### src/rtl/scalar_settings.svh
`ifndef SCALAR_SETTINGS_SVH
`define SCALAR_SETTINGS_SVH

////////////////////////////////////////////////////////////////////////////
// Datapath widths
////////////////////////////////////////////////////////////////////////////

// Operand and result width
`define SCALAR_DATA_SIZE 32

// Low bits of operand B taken as power exponent
// Five bits bound the power loop to 31 iterations
`define SCALAR_EXP_SIZE 5

`endif

### src/rtl/scalar_pkg.sv
`default_nettype none

package scalar_pkg;

  ////////////////////////////////////////////////////////////////////////////
  // Command opcodes
  ////////////////////////////////////////////////////////////////////////////

  // Codes 4 to 7 left unnamed and rejected by decode
  typedef enum logic [2:0] {
    OP_ADD = 3'd0,
    OP_SUB = 3'd1,
    OP_MUL = 3'd2,
    OP_POW = 3'd3
  } opcode_t;

  ////////////////////////////////////////////////////////////////////////////
  // Execute FSM
  ////////////////////////////////////////////////////////////////////////////

  // Idle waits for issue, loop runs the power multiplies
  typedef enum logic [1:0] {
    EXEC_IDLE     = 2'd0,
    EXEC_POW_LOOP = 2'd1,
    EXEC_DONE     = 2'd2
  } exec_state_t;

endpackage

`default_nettype wire

### src/rtl/scalar_op_if.sv
`timescale 1ns/1ps
`default_nettype none

`include "scalar_settings.svh"

interface scalar_op_if;

  import scalar_pkg::*;

  // One-cycle strobe for a legal command
  logic                         issue;
  // Registered command fields
  opcode_t                      opcode;
  logic [`SCALAR_DATA_SIZE-1:0] operand_a;
  logic [`SCALAR_DATA_SIZE-1:0] operand_b;

  // Decode side
  modport master (
    output issue,
    output opcode,
    output operand_a,
    output operand_b
  );

  // Execute side
  modport slave (
    input issue,
    input opcode,
    input operand_a,
    input operand_b
  );

endinterface

`default_nettype wire

### src/rtl/scalar_decode.sv
`timescale 1ns/1ps
`default_nettype none

`include "scalar_settings.svh"

module scalar_decode (
  input  wire                          CLK,
  input  wire                          RST,
  // Command from the source
  input  wire                          start,
  input  wire scalar_pkg::opcode_t     opcode,
  input  wire [`SCALAR_DATA_SIZE-1:0]  data_a,
  input  wire [`SCALAR_DATA_SIZE-1:0]  data_b,
  // Completion from result stage
  input  wire                          ready,
  output logic                         busy,
  output logic                         reject,
  scalar_op_if.master                  op
);

  import scalar_pkg::*;

  logic busy_q;
  logic accept;
  logic legal;

  ////////////////////////////////////////////////////////////////////////////
  // Command acceptance
  ////////////////////////////////////////////////////////////////////////////

  // Busy drops in the ready cycle itself
  assign busy   = busy_q & ~ready;
  // A start while busy is dropped entirely
  assign accept = start & ~busy;

  // Only legality check in the design
  assign legal = (opcode == OP_ADD) || (opcode == OP_SUB) ||
                 (opcode == OP_MUL) || (opcode == OP_POW);

  always_ff @(posedge CLK or posedge RST) begin
    if (RST) begin
      busy_q   <= 1'b0;
      op.issue <= 1'b0;
      reject   <= 1'b0;
    end else begin
      // Strobes last one cycle
      op.issue <= accept & legal;
      reject   <= accept & ~legal;
      // Clear on ready, a same-cycle accept wins
      if (ready) begin
        busy_q <= 1'b0;
      end
      if (accept) begin
        busy_q <= 1'b1;
      end
    end
  end

  // Command fields held until next accept
  always_ff @(posedge CLK) begin
    if (accept) begin
      op.opcode    <= opcode;
      op.operand_a <= data_a;
      op.operand_b <= data_b;
    end
  end

endmodule

`default_nettype wire

### src/rtl/scalar_execute.sv
`timescale 1ns/1ps
`default_nettype none

`include "scalar_settings.svh"

module scalar_execute (
  input  wire                           CLK,
  input  wire                           RST,
  scalar_op_if.slave                    op,
  // Result towards result stage
  output logic                          done,
  output logic [`SCALAR_DATA_SIZE-1:0]  value,
  output logic                          overflow
);

  import scalar_pkg::*;

  localparam int DW = `SCALAR_DATA_SIZE;
  localparam int EW = `SCALAR_EXP_SIZE;

  exec_state_t     state;
  logic [EW-1:0]   count;
  logic [EW-1:0]   exp_in;
  logic            start_op;
  logic [DW-1:0]   acc;
  logic [DW-1:0]   base_q;
  logic            ovf_q;
  logic [DW:0]     sum;
  logic [DW:0]     diff;
  logic [DW-1:0]   mul_lhs;
  logic [DW-1:0]   mul_rhs;
  logic [2*DW-1:0] product;

  ////////////////////////////////////////////////////////////////////////////
  // Arithmetic
  ////////////////////////////////////////////////////////////////////////////

  assign exp_in   = op.operand_b[EW-1:0];
  assign start_op = (state == EXEC_IDLE) && op.issue;

  // Extra top bit catches carry and borrow
  assign sum  = {1'b0, op.operand_a} + {1'b0, op.operand_b};
  assign diff = {1'b0, op.operand_a} - {1'b0, op.operand_b};

  // Single multiplier, shared with the power loop
  always_comb begin
    if (state == EXEC_POW_LOOP) begin
      mul_lhs = acc;
      mul_rhs = base_q;
    end else begin
      mul_lhs = op.operand_a;
      mul_rhs = op.operand_b;
    end
  end

  assign product = mul_lhs * mul_rhs;

  ////////////////////////////////////////////////////////////////////////////
  // Control FSM
  ////////////////////////////////////////////////////////////////////////////

  always_ff @(posedge CLK or posedge RST) begin
    if (RST) begin
      state <= EXEC_IDLE;
      count <= '0;
    end else begin
      case (state)
        EXEC_IDLE: begin
          if (op.issue) begin
            // Zero exponent needs no multiply
            if ((op.opcode == OP_POW) && (exp_in != '0)) begin
              state <= EXEC_POW_LOOP;
              count <= exp_in;
            end else begin
              state <= EXEC_DONE;
            end
          end
        end
        EXEC_POW_LOOP: begin
          count <= count - 1'b1;
          // Last multiply in this cycle
          if (count == EW'(1)) begin
            state <= EXEC_DONE;
          end
        end
        EXEC_DONE: begin
          state <= EXEC_IDLE;
        end
        default: begin
          state <= EXEC_IDLE;
        end
      endcase
    end
  end

  ////////////////////////////////////////////////////////////////////////////
  // Result datapath
  ////////////////////////////////////////////////////////////////////////////

  always_ff @(posedge CLK) begin
    if (start_op) begin
      base_q <= op.operand_a;
      case (op.opcode)
        OP_ADD: begin
          acc   <= sum[DW-1:0];
          ovf_q <= sum[DW];
        end
        OP_SUB: begin
          // Borrow when A below B
          acc   <= diff[DW-1:0];
          ovf_q <= diff[DW];
        end
        OP_MUL: begin
          acc   <= product[DW-1:0];
          ovf_q <= |product[2*DW-1:DW];
        end
        OP_POW: begin
          // Accumulator starts at one
          acc   <= {{(DW-1){1'b0}}, 1'b1};
          ovf_q <= 1'b0;
        end
        default: begin
          acc   <= '0;
          ovf_q <= 1'b0;
        end
      endcase
    end else if (state == EXEC_POW_LOOP) begin
      // Low bits stay exact, overflow is sticky
      acc   <= product[DW-1:0];
      ovf_q <= ovf_q | (|product[2*DW-1:DW]);
    end
  end

  assign done     = (state == EXEC_DONE);
  assign value    = acc;
  assign overflow = ovf_q;

endmodule

`default_nettype wire

### src/rtl/scalar_result.sv
`timescale 1ns/1ps
`default_nettype none

`include "scalar_settings.svh"

module scalar_result (
  input  wire                           CLK,
  input  wire                           RST,
  // From execute
  input  wire                           done,
  input  wire [`SCALAR_DATA_SIZE-1:0]   value,
  input  wire                           overflow,
  // From decode
  input  wire                           reject,
  // External result
  output logic                          ready,
  output logic [`SCALAR_DATA_SIZE-1:0]  data_out,
  output logic                          overflow_out,
  output logic                          error_out
);

  ////////////////////////////////////////////////////////////////////////////
  // Output registers
  ////////////////////////////////////////////////////////////////////////////

  // Values held between ready pulses
  always_ff @(posedge CLK or posedge RST) begin
    if (RST) begin
      ready        <= 1'b0;
      data_out     <= '0;
      overflow_out <= 1'b0;
      error_out    <= 1'b0;
    end else begin
      // Default is no completion
      ready <= 1'b0;
      if (done) begin
        // Computed result
        ready        <= 1'b1;
        data_out     <= value;
        overflow_out <= overflow;
        error_out    <= 1'b0;
      end else if (reject) begin
        // Illegal opcode gives zero data and error
        ready        <= 1'b1;
        data_out     <= '0;
        overflow_out <= 1'b0;
        error_out    <= 1'b1;
      end
    end
  end

endmodule

`default_nettype wire

### src/rtl/scalar_arith_top.sv
`timescale 1ns/1ps
`default_nettype none

`include "scalar_settings.svh"

module scalar_arith_top (
  input  wire                           CLK,
  input  wire                           RST,
  // Command
  input  wire                           start,
  input  wire scalar_pkg::opcode_t      opcode,
  input  wire [`SCALAR_DATA_SIZE-1:0]   data_a,
  input  wire [`SCALAR_DATA_SIZE-1:0]   data_b,
  // Status and result
  output logic                          ready,
  output logic                          busy,
  output logic [`SCALAR_DATA_SIZE-1:0]  data_out,
  output logic                          overflow_out,
  output logic                          error_out
);

  // Decode to execute
  scalar_op_if op_if ();

  // Stage strobes and execute result
  logic                         reject;
  logic                         done;
  logic [`SCALAR_DATA_SIZE-1:0] value;
  logic                         overflow;

  ////////////////////////////////////////////////////////////////////////////
  // Stages
  ////////////////////////////////////////////////////////////////////////////

  scalar_decode i_scalar_decode (
    .CLK    (CLK),
    .RST    (RST),
    .start  (start),
    .opcode (opcode),
    .data_a (data_a),
    .data_b (data_b),
    .ready  (ready),
    .busy   (busy),
    .reject (reject),
    .op     (op_if.master)
  );

  scalar_execute i_scalar_execute (
    .CLK      (CLK),
    .RST      (RST),
    .op       (op_if.slave),
    .done     (done),
    .value    (value),
    .overflow (overflow)
  );

  // Ready also returns to decode
  scalar_result i_scalar_result (
    .CLK          (CLK),
    .RST          (RST),
    .done         (done),
    .value        (value),
    .overflow     (overflow),
    .reject       (reject),
    .ready        (ready),
    .data_out     (data_out),
    .overflow_out (overflow_out),
    .error_out    (error_out)
  );

endmodule

`default_nettype wire

### config.mk
export PLATFORM = sky130hd
export DESIGN_NAME = scalar_arith_top
export DESIGN_NICKNAME = d
export VERILOG_FILES = /design/src/rtl/scalar_pkg.sv /design/src/rtl/scalar_op_if.sv /design/src/rtl/scalar_decode.sv /design/src/rtl/scalar_execute.sv /design/src/rtl/scalar_result.sv /design/src/rtl/scalar_arith_top.sv
export VERILOG_INCLUDE_DIRS = /design/src /design/src/rtl
export SDC_FILE = /design/constraint.sdc
export NUM_CORES = 2
export LEC_CHECK = 0
export BUFFER_PORTS_ARGS = -buffer_cell sky130_fd_sc_hd__buf_4
export CORE_UTILIZATION = 60
export DETAILED_ROUTE_END_ITERATION = 8
export PLACE_DENSITY = 0.73
export SETUP_SLACK_MARGIN = 0.2
export SLEW_MARGIN = 20
export SYNTH_ARGS = -nofsm -noshare
export SYNTH_HDL_FRONTEND = slang
export SYNTH_SLANG_ARGS = --single-unit
### constraint.sdc
create_clock -name CLK -period 12.65 [get_ports CLK]
set_input_delay 1.8975 -clock CLK [delete_from_list [all_inputs] [get_ports CLK]]
set_output_delay 1.8975 -clock CLK [all_outputs]
set_load 0.05 [all_outputs]
==> results.json <==
{
  "synth_top_family_by_area": "adder cells",
  "crit_buf_inv": 9,
  "synthMuxAreaShare_pct": 0.924,
  "core_mm2": 0.0700,
  "drt_iter0_drc": 3421,
  "cp_max_fo": 31,
  "arrival_ns": 10.84,
  "cp-start-kind": "flop",
  "design_area_mm2": 0.0451,
  "max_freq_mhz": 94.1,
  "dpl_cell_area_mm2": 0.0445,
  "powerDensity_mw_per_mm2": 25.9,
  "cts_buffer_depth": 2,
  "vdd_ir_drop_max_v": 0.0000953,
  "grt_pass1_vias": 35700,
  "clkLatencyLatePin_ns": 0.45,
  "die_w_um": 268,
  "die_height_um": 268,
  "syn_area_mm2": 0.0425,
  "regArea_mm2": 0.00509,
  "synth.distinct_cells": 85,
  "drive_gt1_share_pct": 6.14,
  "ys_ff_latch": 177,
  "outcome": "finished, final reports clean",
  "period_share_pct": 84.0,
  "numCtsBuffers": 17,
  "n_fill_cell": 6016,
  "synth_nets": 6070,
  "cts.sink_count": 177,
  "grt_use_total_pct": 39.9,
  "path_common_cell": "fa_1",
  "worstHoldPathType": "flop to flop",
  "dp_hpwl_um": 111000,
  "ios": 106,
  "grt_max_degree": 69,
  "htree_levels": 4,
  "gp_congestion": 1.03,
  "portBuffers": 105,
  "std_cell_rows": 97,
  "setup_viol": 0,
  "antenna_found_initial": 7,
  "multiInputGateArea_mm2": 0.0337,
  "slowest_delay_ns": 0.74,
  "wl_per_cell_um": 24.1,
  "slew_headroom_pct": 14.1,
  "drc_errors": 0,
  "synth_compound_area_share_pct": 8.09,
  "rsz0062_at_grt": "no",
  "crit_required_ns": 12.86,
  "hold_viol_final": 0,
  "synth_flop_cell": "edfxtp_1",
  "fin_nets": 6042,
  "via_per_inst": 6.05,
  "drv_cap": 0,
  "clockRootBuffer": "clkbuf_16",
  "synth_xor_area_share_pct": 1.48,
  "synth_edf_count": 132,
  "start_util_pct": 60.7,
  "wl_um": 137000,
  "crit_slowest_cell": "a21o_1",
  "critPathKind": "flop to flop",
  "cts_setup_buffers": 0,
  "final_common_cell": "fa_1",
  "vias": 34500,
  "syn_inst": 4773,
  "syn_avg_cell_area_um2": 8.91,
  "synthAdderAreaFrac_pct": 52.0,
  "period_needed_ns": 10.63,
  "slew_violations": 0,
  "ctsResizeCount": 0,
  "grt_pass1_wl_um": 211000,
  "diodes": 0,
  "ant_nets": 0,
  "mostFrequentLayoutCells": "fa_1, inv_1, nor2_1, nand2_1, ha_1",
  "globalRouteOverflowTotal": 0,
  "critPathCaptureType": "flop",
  "ys_seq_area_share_pct": 12.0,
  "tritoncts": "done",
  "finalSetupTns_ns": 0,
  "ctsHoldBuffers": 0,
  "tightest_slew_ns": 1.26,
  "ys_warn_count": 0,
  "dr.pass1.iters": 5,
  "cpLargestDelayFamily": "adder cells",
  "area_growth_pct": 6.00,
  "cellLeakagePower_nw": 21.4,
  "die-area_mm2": 0.0719,
  "synth-simple-area-share_pct": 16.1,
  "async_reset_ff_share_pct": 25.4,
  "clk_pin_slew_ns": 0.08,
  "hold_ws_ns": 0.507,
  "finalClockSkew_ns": 0.0142
}
## synth_stat cells (6+ instances only)
library cell / number / area [um2]
a22oi_1: 6 / 45.0
a2111oi_0: 9 / 78.8
ha_1: 329 / 4120
clkbuf_1: 213 / 800
and2_1: 8 / 50.1
o22ai_1: 28 / 175
nand3_1: 30 / 150
a211o_1: 7 / 61.3
o21ai_1: 6 / 30.0
nand3b_1: 35 / 263
buf_2: 11 / 55.1
o21ai_0: 86 / 430
and3_1: 9 / 56.3
mux2i_1: 37 / 370
a31oi_1: 16 / 100
nor3_1: 31 / 155
fa_1: 898 / 18000
nand2b_1: 29 / 181
xnor2_1: 47 / 412
o211ai_1: 13 / 97.6
buf_1: 8 / 30.0
a211oi_1: 13 / 97.6
nor4_1: 9 / 56.3
dfrtp_1: 45 / 1130
a21o_1: 68 / 510
and4_1: 9 / 78.8
a221oi_1: 6 / 52.6
nor2b_1: 18 / 113
edfxtp_1: 132 / 3960
a21oi_1: 157 / 786
o2111ai_1: 6 / 52.6
inv_1: 834 / 3130
o21bai_1: 22 / 165
nand2_1: 680 / 2550
nand4_1: 31 / 194
o21a_1: 17 / 128
xor2_1: 25 / 219
nor2_1: 757 / 2840
or3_1: 6 / 37.5
o31ai_1: 7 / 52.6
## state kept, by name, indices dropped and copies added (netlist names)
register and cells:
i_scalar_decode.reject 1, i_scalar_decode.op.issue 1, i_scalar_execute.value 32, i_scalar_result.ready 1
i_scalar_result.error_out 1, i_scalar_result.overflow_out 1, i_scalar_execute.base_q 32, i_scalar_decode.op.operand_b 32
i_scalar_execute.count 5, i_scalar_execute.state 2, i_scalar_result.data_out 32, i_scalar_decode.op.operand_a 32
i_scalar_decode.op.opcode 3, i_scalar_decode.busy_q 1, i_scalar_execute.overflow 1
## cell type report
type / count / share of cell area, %
inverters: 835 / 6.95
repair buffers: 188 / 3.16
well taps: 940 / 2.61
clock buffers: 18 / 0.952
flip-flops and latches: 177 / 11.3
clock inverters: 14 / 0.325
multi-input cells: 3526 / 74.7
## routing by layer
metal  GRT usage, %  vias up  routed length, um
li1               -    14700                  -
met1           53.3    17400              52100
met2           59.8     1987              60200
met3           11.1      389              16800
met4           20.3        0               8430
met5              0        -                  0
## cells by family after synthesis
kind of cell / Yosys count
mux: 39
buf+inv: 1070
compound gates: 524
xor+xnor: 72
fa+ha+maj: 1227
simple gates: 1664
flops: 177
## stage by stage
stage | setup slack, ns | std cells | power (mW) | utilization, %
floorplan | 3.33 | 4773 | 0.635 | -
global placement | 2.30 | 5666 | 0.653 | 63.5
detailed placement | 2.23 | 5666 | 0.653 | 63.5
CTS | 2.14 | 5698 | 1.17 | 64.3
global route | 1.65 | 5698 | 1.19 | 64.4
finish | 2.02 | 5698 | 1.17 | 64.4
## final timing paths
kind	from	to	slack, ns	cells after the start
worst min register to register	i_scalar_decode.op.operand_a[0]	i_scalar_execute.base_q[0]	0.51	0
min in group asynchronous	RST	i_scalar_execute.count[2]	1.68	2
worst min-delay path	i_scalar_decode.op.operand_a[0]	i_scalar_execute.base_q[0]	0.51	0
worst max register to register	i_scalar_execute.state[0]	i_scalar_execute.overflow	2.02	32
max in group asynchronous	RST	i_scalar_result.data_out[7]	10.36	2
worst max-delay path	i_scalar_execute.state[0]	i_scalar_execute.overflow	2.02	32
## power by group
group,internal [mW],switching [mW]
Sequential,0.620,0
Combinational,0.0133,0.00630
Clock,0.263,0.266
Total,0.896,0.272
Power figures use the tool's default switching activity.
